**config.mk**
```make
export PLATFORM = sky130hd
export DESIGN_NAME = pmp_top
export DESIGN_NICKNAME = d
export VERILOG_FILES = /design/src/common/pmp_pkg.sv /design/src/pmp/pmp_table.sv /design/src/pmp_csr.sv /design/src/pmp_req_queue.sv /design/src/pmp_checker.sv /design/src/pmp_top.sv
export SDC_FILE = /design/constraint.sdc
export NUM_CORES = 2
export LEC_CHECK = 0
export ABC_AREA = 1
export BUFFER_PORTS_ARGS = -buffer_cell sky130_fd_sc_hd__clkbuf_2
export CAP_MARGIN = 20
export CORE_UTILIZATION = 42
export DETAILED_ROUTE_END_ITERATION = 8
export HOLD_SLACK_MARGIN = 0.08
export RECOVER_POWER = 50
export SLEW_MARGIN = 15
export SYNTH_ARGS = -nofsm -noshare
export SYNTH_HDL_FRONTEND = slang
export SYNTH_SLANG_ARGS = --single-unit
export TNS_END_PERCENT = 50
```
**constraint.sdc**
```tcl
create_clock -name i_clk -period 4.6 [get_ports i_clk]
set_input_delay 1.15 -clock i_clk [delete_from_list [all_inputs] [get_ports i_clk]]
set_output_delay 1.15 -clock i_clk [all_outputs]
set_load 0.05 [all_outputs]
```
**src/common/pmp_pkg.sv**
```systemverilog
package pmp_pkg;

    // Sizes
    localparam int PMP_ADDR_W   = 32;
    localparam int PMP_REGIONS  = 8;
    localparam int PMP_REGION_W = 3;
    localparam int PMP_ID_W     = 4;
    localparam int PMP_QDEPTH   = 4;   // Also the initial credit count of a requester

    // Bit positions of the flags inside a configuration data word
    localparam int PMP_FL_X = 0;
    localparam int PMP_FL_W = 1;
    localparam int PMP_FL_R = 2;
    localparam int PMP_FL_L = 3;
    localparam int PMP_FL_V = 4;

    typedef struct packed {
        logic v;   // Region valid
        logic l;   // Locked, also applies in machine mode
        logic r;
        logic w;
        logic x;
    } pmp_flags_t;

    typedef struct packed {
        logic [PMP_ADDR_W-1:0] start_addr;
        logic [PMP_ADDR_W-1:0] end_addr;   // Inclusive
        pmp_flags_t            flags;
    } pmp_region_t;

    typedef enum logic [1:0] {
        SEL_START = 2'd0,
        SEL_END   = 2'd1,
        SEL_FLAGS = 2'd2
    } pmp_csr_sel_e;

    typedef struct packed {
        pmp_csr_sel_e            sel;
        logic [PMP_REGION_W-1:0] region;
        logic [PMP_ADDR_W-1:0]   data;   // Flags use the low bits only
    } pmp_csr_wr_t;

    typedef struct packed {
        logic [PMP_ID_W-1:0]   id;
        logic [PMP_ADDR_W-1:0] addr;
        logic                  m_mode;
    } pmp_fetch_req_t;

    typedef struct packed {
        logic [PMP_ID_W-1:0]   id;
        logic [PMP_ADDR_W-1:0] addr;
        logic                  we;
        logic                  m_mode;
    } pmp_data_req_t;

    typedef struct packed {
        logic [PMP_ID_W-1:0] id;
        logic                fault;
    } pmp_rsp_t;

    typedef struct packed {
        logic hit;
        logic r;
        logic w;
        logic x;
    } pmp_perm_t;

endpackage

```
**src/pmp/pmp_table.sv**
```systemverilog
`timescale 1ns/1ps

module pmp_table import pmp_pkg::*; (
    input  logic                    i_clk,
    input  logic                    i_nrst,
    input  logic                    i_we,          // Commit from the CSR stage
    input  logic [PMP_REGION_W-1:0] i_region,
    input  pmp_region_t             i_entry,
    input  logic [PMP_ADDR_W-1:0]   i_iaddr,
    input  logic [PMP_ADDR_W-1:0]   i_daddr,
    input  logic                    i_m_mode_i,
    input  logic                    i_m_mode_d,
    output pmp_perm_t               o_iperm,
    output pmp_perm_t               o_dperm,
    output logic [PMP_REGIONS-1:0]  o_locked
);

    pmp_region_t tbl [PMP_REGIONS];

    // Scan from the top index down so the lowest matching region is the last to assign
    function automatic pmp_perm_t lookup(
        input logic [PMP_ADDR_W-1:0] addr,
        input logic                  m_mode
    );
        pmp_perm_t perm;
        logic      in_range;
        logic      applies;

        perm = '0;
        for (int i = PMP_REGIONS - 1; i >= 0; i--) begin
            in_range = (addr >= tbl[i].start_addr) && (addr <= tbl[i].end_addr);
            applies  = tbl[i].flags.v && (!m_mode || tbl[i].flags.l);
            if (in_range && applies) begin
                perm.hit = 1'b1;
                perm.r   = tbl[i].flags.r;
                perm.w   = tbl[i].flags.w;
                perm.x   = tbl[i].flags.x;
            end
        end
        return perm;
    endfunction

    always_ff @(posedge i_clk or negedge i_nrst) begin
        if (!i_nrst) begin
            for (int i = 0; i < PMP_REGIONS; i++) begin
                tbl[i] <= '0;   // No valid regions after reset
            end
        end else if (i_we) begin
            tbl[i_region] <= i_entry;
        end
    end

    // Both ports are looked up in parallel
    always_comb begin
        o_iperm = lookup(i_iaddr, i_m_mode_i);
        o_dperm = lookup(i_daddr, i_m_mode_d);
    end

    always_comb begin
        for (int i = 0; i < PMP_REGIONS; i++) begin
            o_locked[i] = tbl[i].flags.l;
        end
    end

    // The CSR stage must filter every write that targets a locked region
    a_no_locked_write: assert property (
        @(posedge i_clk) disable iff (!i_nrst)
        i_we |-> !o_locked[i_region]
    );

endmodule

```
**src/pmp_csr.sv**
```systemverilog
`timescale 1ns/1ps

module pmp_csr import pmp_pkg::*; (
    input  logic                    i_clk,
    input  logic                    i_nrst,
    input  logic                    i_wr_valid,
    input  pmp_csr_wr_t             i_wr,
    input  logic [PMP_REGIONS-1:0]  i_locked,      // Lock state as held in the table
    output logic                    o_tbl_we,
    output logic [PMP_REGION_W-1:0] o_tbl_region,
    output pmp_region_t             o_tbl_entry
);

    logic [PMP_ADDR_W-1:0]  stage_start [PMP_REGIONS];
    logic [PMP_ADDR_W-1:0]  stage_end   [PMP_REGIONS];
    logic [PMP_REGIONS-1:0] locked_eff;
    logic                   wr_ok;
    pmp_flags_t             new_flags;
    pmp_region_t            new_entry;

    always_comb begin
        // A commit still on its way to the table counts as locked already
        locked_eff = i_locked;
        if (o_tbl_we && o_tbl_entry.flags.l) begin
            locked_eff[o_tbl_region] = 1'b1;
        end
        wr_ok = i_wr_valid && !locked_eff[i_wr.region];

        new_flags.v = i_wr.data[PMP_FL_V];
        new_flags.l = i_wr.data[PMP_FL_L];
        new_flags.r = i_wr.data[PMP_FL_R];
        new_flags.w = i_wr.data[PMP_FL_W];
        new_flags.x = i_wr.data[PMP_FL_X];

        new_entry.flags = new_flags;
        if (new_flags.v) begin
            new_entry.start_addr = stage_start[i_wr.region];
            new_entry.end_addr   = stage_end[i_wr.region];
        end else begin
            new_entry.start_addr = '0;   // Invalid region keeps no range
            new_entry.end_addr   = '0;
        end
    end

    always_ff @(posedge i_clk or negedge i_nrst) begin
        if (!i_nrst) begin
            for (int i = 0; i < PMP_REGIONS; i++) begin
                stage_start[i] <= '0;
                stage_end[i]   <= '0;
            end
            o_tbl_we     <= 1'b0;
            o_tbl_region <= '0;
            o_tbl_entry  <= '0;
        end else begin
            o_tbl_we <= 1'b0;
            if (wr_ok) begin
                case (i_wr.sel)
                    SEL_START: stage_start[i_wr.region] <= i_wr.data;
                    SEL_END:   stage_end[i_wr.region]   <= i_wr.data;
                    SEL_FLAGS: begin
                        o_tbl_we     <= 1'b1;   // Flags write commits the whole entry
                        o_tbl_region <= i_wr.region;
                        o_tbl_entry  <= new_entry;
                    end
                    default: ;
                endcase
            end
        end
    end

endmodule

```
**src/pmp_req_queue.sv**
```systemverilog
`timescale 1ns/1ps

module pmp_req_queue import pmp_pkg::*; #(
    parameter type payload_t = logic
) (
    input  logic     i_clk,
    input  logic     i_nrst,
    input  logic     i_push,
    input  payload_t i_data,
    input  logic     i_pop,
    output payload_t o_data,
    output logic     o_empty,
    output logic     o_credit      // One pulse per popped entry
);

    payload_t                          mem [PMP_QDEPTH];
    logic [$clog2(PMP_QDEPTH)-1:0]     wr_ptr;
    logic [$clog2(PMP_QDEPTH)-1:0]     rd_ptr;
    logic [$clog2(PMP_QDEPTH + 1)-1:0] count;
    logic                              head_fresh;   // Head was written at the last edge
    logic                              full;

    assign full    = (count == PMP_QDEPTH);
    assign o_data  = mem[rd_ptr];
    // A freshly written head waits one cycle before it is offered
    assign o_empty = (count == 0) || head_fresh;

    always_ff @(posedge i_clk) begin
        if (i_push) begin
            mem[wr_ptr] <= i_data;
        end
    end

    always_ff @(posedge i_clk or negedge i_nrst) begin
        if (!i_nrst) begin
            wr_ptr     <= '0;
            rd_ptr     <= '0;
            count      <= '0;
            head_fresh <= 1'b0;
            o_credit   <= 1'b0;
        end else begin
            if (i_push) begin
                wr_ptr <= (wr_ptr == PMP_QDEPTH - 1) ? '0 : wr_ptr + 1'b1;
            end
            if (i_pop) begin
                rd_ptr <= (rd_ptr == PMP_QDEPTH - 1) ? '0 : rd_ptr + 1'b1;
            end
            case ({i_push, i_pop})
                2'b10:   count <= count + 1'b1;
                2'b01:   count <= count - 1'b1;
                default: ;
            endcase
            head_fresh <= i_push && (count == (i_pop ? 1 : 0));
            o_credit   <= i_pop;
        end
    end

    a_no_push_full: assert property (
        @(posedge i_clk) disable iff (!i_nrst) !(i_push && full)
    );

    a_no_pop_empty: assert property (
        @(posedge i_clk) disable iff (!i_nrst) !(i_pop && o_empty)
    );

endmodule

```
**src/pmp_checker.sv**
```systemverilog
`timescale 1ns/1ps

module pmp_checker import pmp_pkg::*; (
    input  logic                  i_clk,
    input  logic                  i_nrst,
    input  pmp_fetch_req_t        i_ihead,
    input  logic                  i_iempty,
    input  pmp_data_req_t         i_dhead,
    input  logic                  i_dempty,
    input  pmp_perm_t             i_iperm,       // Lookup result for the fetch head
    input  pmp_perm_t             i_dperm,       // Lookup result for the data head
    output logic                  o_ipop,
    output logic                  o_dpop,
    output logic [PMP_ADDR_W-1:0] o_iaddr,
    output logic [PMP_ADDR_W-1:0] o_daddr,
    output logic                  o_m_mode_i,
    output logic                  o_m_mode_d,
    output logic                  o_irsp_valid,
    output pmp_rsp_t              o_irsp,
    output logic                  o_drsp_valid,
    output pmp_rsp_t              o_drsp
);

    pmp_rsp_t irsp_next;
    pmp_rsp_t drsp_next;
    logic     dallow;

    // Queues drain independently, one entry per cycle each
    assign o_ipop = !i_iempty;
    assign o_dpop = !i_dempty;

    assign o_iaddr    = i_ihead.addr;
    assign o_daddr    = i_dhead.addr;
    assign o_m_mode_i = i_ihead.m_mode;
    assign o_m_mode_d = i_dhead.m_mode;

    always_comb begin
        irsp_next.id = i_ihead.id;
        // No hit means fault in user mode and allow in machine mode
        if (i_iperm.hit) begin
            irsp_next.fault = !i_iperm.x;
        end else begin
            irsp_next.fault = !i_ihead.m_mode;
        end
    end

    always_comb begin
        dallow       = i_dhead.we ? i_dperm.w : i_dperm.r;   // Store needs w, load needs r
        drsp_next.id = i_dhead.id;
        if (i_dperm.hit) begin
            drsp_next.fault = !dallow;
        end else begin
            drsp_next.fault = !i_dhead.m_mode;
        end
    end

    always_ff @(posedge i_clk or negedge i_nrst) begin
        if (!i_nrst) begin
            o_irsp_valid <= 1'b0;
            o_drsp_valid <= 1'b0;
        end else begin
            o_irsp_valid <= o_ipop;
            o_drsp_valid <= o_dpop;
        end
    end

    // Response payload is captured on each pop
    always_ff @(posedge i_clk) begin
        if (o_ipop) begin
            o_irsp <= irsp_next;
        end
        if (o_dpop) begin
            o_drsp <= drsp_next;
        end
    end

endmodule

```
**src/pmp_top.sv**
```systemverilog
`timescale 1ns/1ps

module pmp_top import pmp_pkg::*; (
    input  logic           i_clk,
    input  logic           i_nrst,
    input  logic           i_cfg_valid,
    input  pmp_csr_wr_t    i_cfg,
    input  logic           i_ireq_valid,
    input  pmp_fetch_req_t i_ireq,
    output logic           o_icredit,
    input  logic           i_dreq_valid,
    input  pmp_data_req_t  i_dreq,
    output logic           o_dcredit,
    output logic           o_irsp_valid,
    output pmp_rsp_t       o_irsp,
    output logic           o_drsp_valid,
    output pmp_rsp_t       o_drsp
);

    logic                    tbl_we;
    logic [PMP_REGION_W-1:0] tbl_region;
    pmp_region_t             tbl_entry;
    logic [PMP_REGIONS-1:0]  locked;
    pmp_fetch_req_t          ihead;
    pmp_data_req_t           dhead;
    logic                    iempty;
    logic                    dempty;
    logic                    ipop;
    logic                    dpop;
    logic [PMP_ADDR_W-1:0]   iaddr;
    logic [PMP_ADDR_W-1:0]   daddr;
    logic                    m_mode_i;
    logic                    m_mode_d;
    pmp_perm_t               iperm;
    pmp_perm_t               dperm;

    pmp_csr u_csr (
        .i_clk        (i_clk),
        .i_nrst       (i_nrst),
        .i_wr_valid   (i_cfg_valid),
        .i_wr         (i_cfg),
        .i_locked     (locked),
        .o_tbl_we     (tbl_we),
        .o_tbl_region (tbl_region),
        .o_tbl_entry  (tbl_entry)
    );

    pmp_table u_table (
        .i_clk      (i_clk),
        .i_nrst     (i_nrst),
        .i_we       (tbl_we),
        .i_region   (tbl_region),
        .i_entry    (tbl_entry),
        .i_iaddr    (iaddr),
        .i_daddr    (daddr),
        .i_m_mode_i (m_mode_i),
        .i_m_mode_d (m_mode_d),
        .o_iperm    (iperm),
        .o_dperm    (dperm),
        .o_locked   (locked)
    );

    pmp_req_queue #(.payload_t(pmp_fetch_req_t)) u_iq (
        .i_clk    (i_clk),
        .i_nrst   (i_nrst),
        .i_push   (i_ireq_valid),
        .i_data   (i_ireq),
        .i_pop    (ipop),
        .o_data   (ihead),
        .o_empty  (iempty),
        .o_credit (o_icredit)
    );

    pmp_req_queue #(.payload_t(pmp_data_req_t)) u_dq (
        .i_clk    (i_clk),
        .i_nrst   (i_nrst),
        .i_push   (i_dreq_valid),
        .i_data   (i_dreq),
        .i_pop    (dpop),
        .o_data   (dhead),
        .o_empty  (dempty),
        .o_credit (o_dcredit)
    );

    pmp_checker u_checker (
        .i_clk        (i_clk),
        .i_nrst       (i_nrst),
        .i_ihead      (ihead),
        .i_iempty     (iempty),
        .i_dhead      (dhead),
        .i_dempty     (dempty),
        .i_iperm      (iperm),
        .i_dperm      (dperm),
        .o_ipop       (ipop),
        .o_dpop       (dpop),
        .o_iaddr      (iaddr),
        .o_daddr      (daddr),
        .o_m_mode_i   (m_mode_i),
        .o_m_mode_d   (m_mode_d),
        .o_irsp_valid (o_irsp_valid),
        .o_irsp       (o_irsp),
        .o_drsp_valid (o_drsp_valid),
        .o_drsp       (o_drsp)
    );

endmodule

```
# Yosys cells after proc, flatten, opt, wreduce, memory -nomap -nowiden
# Memory sizes are Yosys's and may differ from the RTL's.
# Index checks and enable logic that the tools add are counted.
[totals] reg_bits=1165 memories=2 ramBits=300 wordCells=299
[classes] reduce_logical=88 bitwise=3 n_eq_ne=12 muxes=52 n_addsub=8 order_cmp=39
[mem_list] memory="u_dq.mem" depth=4 width=38 read_ports=1 rd_ports_with_merged_regs=0 write_ports=1 line_no="pmp_req_queue.sv:16" text="payload_t mem [PMP_QDEPTH];"
[mem_list] memory="u_iq.mem" depth=4 width=37 read_ports=1 rd_ports_with_merged_regs=0 write_ports=1 line_no="pmp_req_queue.sv:16"
[op_table] op="552-bit bitwise mux" count=1
[op_table] op="256-bit bitwise mux" count=2
[op_table] op="32-bit >= comparator" count=16
[op_table] op="32-bit <= comparator" count=16
[op_table] op="69-bit demux with 3-bit select" count=1
[op_table] op="32-bit binary-select mux with 3-bit select" count=2
[op_table] op="32-bit two-way mux" count=5
[op_table] op="32-bit demux with 3-bit select" count=1
[op_table] op="69-bit two-way mux" count=1
[op_table] op="3-bit by 32-bit equality test with 1-bit output" count=2
[op_table] op="4-bit two-way mux" count=16
[op_table] op="64-bit two-way mux" count=1
[op_table] op="1-bit logical AND" count=55
[op_table] op="1-bit logical OR" count=18
[op_table] op="2-bit equality test (second input constant)" count=7
[op_table] op="1-bit two-way mux" count=13
[op_table] op="3-bit case mux with 2 select lines" count=2
[op_table] op="2-bit by 1-bit adder with 2-bit output (second input constant)" count=4
[op_table] op="4-bit >= comparator (second input constant)" count=2
[op_table] op="3-bit by 4-bit < comparator with 1-bit output (second input constant)" count=2
[op_table] op="4-bit by 1-bit < comparator with 1-bit output (second input constant)" count=2
[op_table] op="2-bit two-way mux" count=4
[op_table] op="8-bit two-way mux" count=1
[op_table] op="3-bit NOT with 4-bit output" count=2
[op_table] op="other kinds (12)" count=26

# Depth between registers and ports, before layout
# An unclocked memory read counts as a cell.
[depth] ltp_word=16 depth_mapped=28 mapped_depth_nobuf=27

# Modules after synthesis
# From an unflattened synthesis, not the netlist that was laid out.
[unflattened] cells_unflattened=10667 hier_area_um2=88189.6
[by_module_without_submodules] module="pmp_table" seq_area_each_um2=13813.2 area_each_um2=44889.3 cells_each=5693 instances=1
[by_module_without_submodules] module="pmp_csr" seq_area_each_um2=14639.0 area_each_um2=29189.2 cells_each=3893 instances=1
[by_module_without_submodules] module="pmp_req_queue at u_dq" seq_area_each_um2=4789.6 area_each_um2=6817.8 cells_each=502 instances=1
[by_module_without_submodules] module="pmp_req_queue at u_iq" seq_area_each_um2=4669.5 area_each_um2=6401.1 cells_each=490 instances=1
[by_module_without_submodules] module="pmp_checker" seq_area_each_um2=350.3 area_each_um2=892.1 cells_each=89 instances=1

# Worst setup path before layout
# Ideal clock, no wire load.
[synth_path] path_type="reg2reg" startpoint="register u_dq.rd_ptr[0]" endpoint="register u_checker.o_drsp[0] (netlist name)" required_time_ps=4454 slack_ps=871 stages_incl_launch_ff=23 period_less_slack_ps=3729 arrival_time_ps=3583 setup_ps=146 cell_sequence="dfrtp_1 inv_1 clkbuf_1 clkbuf_1 nor2_1 o22ai_1 ha_1 nand2_1 nor2_1 nor3b_1 and3_1 nand2_1 nand2_1 nand2_1 nand3_1 or2_2 nand3_1 nand2_1 nand2_1 nand2_1 nand2_1 nand2_1 a21oi_1"
[synth_rtl] item="from (decl)" line_no="pmp_req_queue.sv:18" text="logic [$clog2(PMP_QDEPTH)-1:0] rd_ptr;"
[synth_rtl] item="from (signal assigned)" line_no="pmp_req_queue.sv:46" text="rd_ptr <= (rd_ptr == PMP_QDEPTH - 1) ? '0 : rd_ptr + 1'b1;"

==> impl_metrics.tcl <==
set metrics [dict create \
    finalClockSkew_ns 0.06316 \
    area_growth_pct 13.08 \
    grt_pass1_vias 63415 \
    synth-edff-count 310 \
    wl_um 268800 \
    die_w_um 439.6 \
    portBuffers 130 \
    leakage_nw 40.52 \
    synthesis.area_um2 80440 \
    ys_types 52 \
    via_per_inst 5.621 \
    crit_fanout 42 \
    rsz0062_at_grt "no" \
    gp_congestion 0.9769 \
    ys_seq_area_share_pct 47.51 \
    timing_max_transition_violations_final 978 \
    core_area_um2 190200 \
    synthArstFlopShare_pct 78.84 \
    cap_violations 14 \
    reg2reg_depth 20 \
    violations "max-capacitance violations, max-slew violations" \
    worst_hold_slack_ns 0.2215 \
    synth_area_leaders "dfrtp_1, ha_1, edfxtp_1, nand2_1, o21ai_0" \
    synth.largest_area_cell "dfrtp_1" \
    ant_nets 0 \
    drc 0 \
    antenna_found_initial 15 \
    timing.rr.end "u_checker.o_drsp[0]$_DFFE_PP_" \
    outcome "finished, violations left" \
    r2r-start "u_dq.rd_ptr[0]$_DFFE_PN0P_" \
    cts_max_level 4 \
    syn_inst 9006 \
    fmax_mhz 225.1 \
    synthTopCellsByCount "nand2_1, o21ai_0, dfrtp_1" \
    synth_fp_nets 10161 \
    period_needed_ns 4.442 \
    vias 66188 \
    synth.most_common_cell "nand2_1" \
    die-area_um2 193300 \
    wl_met2_um 116600 \
    ys.flop_type "dfrtp_1" \
    drt-initial-drc-count 6783 \
    final_area_um2 90960 \
    boundaryPins 131 \
    wl_per_cell_um 22.83 \
    cts_tree "built" \
    track_usage_pct 27.77 \
    cts.path.max_buffers 3 \
    grt_overflow_total 0 \
    relSlewSlack_pct -120.4 \
    root_buffer "clkbuf_16" \
    r2r_setup_slack_ns 0.16 \
    final.period_utilization_pct 96.56 \
    fin_nets 10275 \
    start_util_pct 42.29 \
    dpl_cell_area_um2 85540 \
    first_pass_iters 6 \
    grt_pass1_wl_um 406300 \
    wl_met1_um 122800 \
    fill_cells 17824 \
    clk-insertion-delay-late_ns 0.85 \
    dp_hpwl_um 185700 \
    avgSynthCellArea_um2 8.931 \
    cp-startpoint "u_dq.rd_ptr[0]$_DFFE_PN0P_" \
    routed-wl-met3_um 20540 \
    ir_drop_mv 0.3693 \
    yosys_warnings 0 \
    synth_top_area_share_pct 35.93 \
    hold_violations 0 \
    fin_tns_setup_ns 0 \
    hold_path.class "in2async" \
    dr.max_layer_used "met5" \
    power_density_nw_per_um2 683.4 \
    yosys_register_bits 1465 \
    power.total_mw 62.17 \
    worstSetupEndpointType "flip-flop" \
    drive_gt1_share_pct 7.013 \
    utilization_pct 47.83 \
    setup_viol 0 \
    worst_ep_required_time_ns 5.21 \
    numCtsBuffers 168 \
    arrival_ns 5.05 \
    startpoint_type "flip-flop" \
    clk_pin_slew_ns 0.06 \
    grt_max_degree 166 \
    max_slew.worst_pin.slew_ns 3.306 \
    die_h_um 439.6 \
    num_rows 160 \
    criticalPathCategory "reg2reg" \
    numClockSinks 1465 \
]
==> layer usage <==
| layer | vias to the layer above | track usage, % |
|---|---|---|
| li1 | 31012 | - |
| met1 | 32303 | 40.38 |
| met2 | 2425 | 41.72 |
| met3 | 442 | 4.501 |
| met4 | 6 | 9.588 |
| met5 | - | 0 |
==> what timing repair did <==
| item | in CTS | in global routing |
|---|---|---|
| buffers inserted | 0 | 0 |
| setup endpoints to repair | 1 | 2 |
| resized for setup | 1 | 7 |
| endpoints found under the hold margin | 0 | 0 |
| cloned | 0 | 0 |
| hold buffers | 0 | 0 |
==> worst max path at each step <==
stage | end | slack [ns] | cells after the start
finish | u_checker.o_drsp[0]$_DFFE_PP_ | 0.16 | 20
global route | u_checker.o_irsp[0]$_DFFE_PP_ | 0.006 | 21
CTS | u_checker.o_drsp[0]$_DFFE_PP_ | 0.02 | 24
detailed placement | u_checker.o_irsp[0]$_DFFE_PP_ | -0.001 | 22
global placement | u_checker.o_drsp[0]$_DFFE_PP_ | 0.06 | 24
floorplan | u_checker.o_drsp[0]$_DFFE_PP_ | 0.87 | 22
==> through the flow <==
step,std cells,setup slack [ns]
finish,11775,0.1585
global route,11767,0.005843
CTS,11765,0.02302
detailed placement,11461,-0.001084
global placement,11460,0.06142
floorplan,9006,0.8711
==> worst max-delay path: stages, from the launching register on <==
cell and delay (ns):
dfrtp_2 0.41, buf_6 0.31, o21ai_0 0.17, o22ai_2 0.34, buf_4 0.27, buf_4 0.25
ha_1 0.17, nand2_1 0.05, nor2_1 0.11, nand2_1 0.17, nor4_1 0.49, buf_4 0.26
nand4_1 0.19, nand4_1 0.20, nand3_1 0.15, and2_1 0.20, nor2_1 0.08, nand2_1 0.06
nand2_1 0.06, a21oi_1 0.08, buf_4 0.14
==> cell usage in the layout (no fill, tap or decap), types with 28 or more instances in the layout <==
master and instances:
nand2_1 2100, o21ai_0 1433, dfrtp_1 1153, ha_1 1036, inv_1 822, a21oi_1 522
nor2_1 353, edfxtp_1 310, buf_4 184, clkbuf_16 172, nand4_1 155, clkbuf_1 142
nand3_1 140, a22oi_1 71, o22ai_2 62, a221oi_1 59, clkbuf_2 58, nor3_1 41
o21a_1 38, buf_12 38, a22o_1 35, o21ai_1 33, clkbuf_8 29, o211ai_1 28
==> cell families after synthesis <==
kind of cell,Yosys count,share of synthesized area (%)
and+or+nand+nor,2868,14.42
AOI/OAI and AO/OA,2360,15.91
DFF,1465,47.51
buffers and inverters,1270,5.942
adders and majority gates,1038,16.17
xor gates and xnor gates,4,0.04356
muxes,1,0.01400
==> area by class of cell <==
cell class	count	area [um2]	area share, %
Multi-Input combinational cell	6271	37960	41.73
Timing Repair Buffer	381	2863	3.147
Inverter	833	3127	3.438
Clock inverter	55	745.7	0.8198
Clock buffer	249	4883	5.369
Sequential cell	1465	38210	42.01
Antenna cell	10	25.02	0.02751
Tap cell	2511	3142	3.454
==> registers in the layout, indices dropped and copies added, names as in the netlist <==
signal and cells:
u_dq.mem 152, u_table.tbl 544, u_iq.mem 148, u_table.o_locked 8
u_checker.o_irsp 5, u_checker.o_irsp_valid 1, u_checker.o_drsp 5, u_iq.head_fresh 1
u_csr.stage_start 256, u_csr.stage_end 256, u_csr.o_tbl_region 3, u_checker.o_drsp_valid 1
u_csr.o_tbl_entry 69, u_iq.wr_ptr 2, u_iq.rd_ptr 2, u_csr.o_tbl_we 1
u_dq.head_fresh 1, u_iq.count 3, u_dq.wr_ptr 2, u_dq.count 3
u_dq.rd_ptr 2
==> report_power, final <==
group          leakage [nW]  total (mW)  internal, mW  switching [mW]
logic                  19.4        30.5          11.0            19.5
registers              18.4        18.0          16.0            1.93
clock network          2.74        13.7          7.95            5.73
total                  40.5        62.2          35.0            27.2
Note: power is estimated with default switching activity, not from simulation.
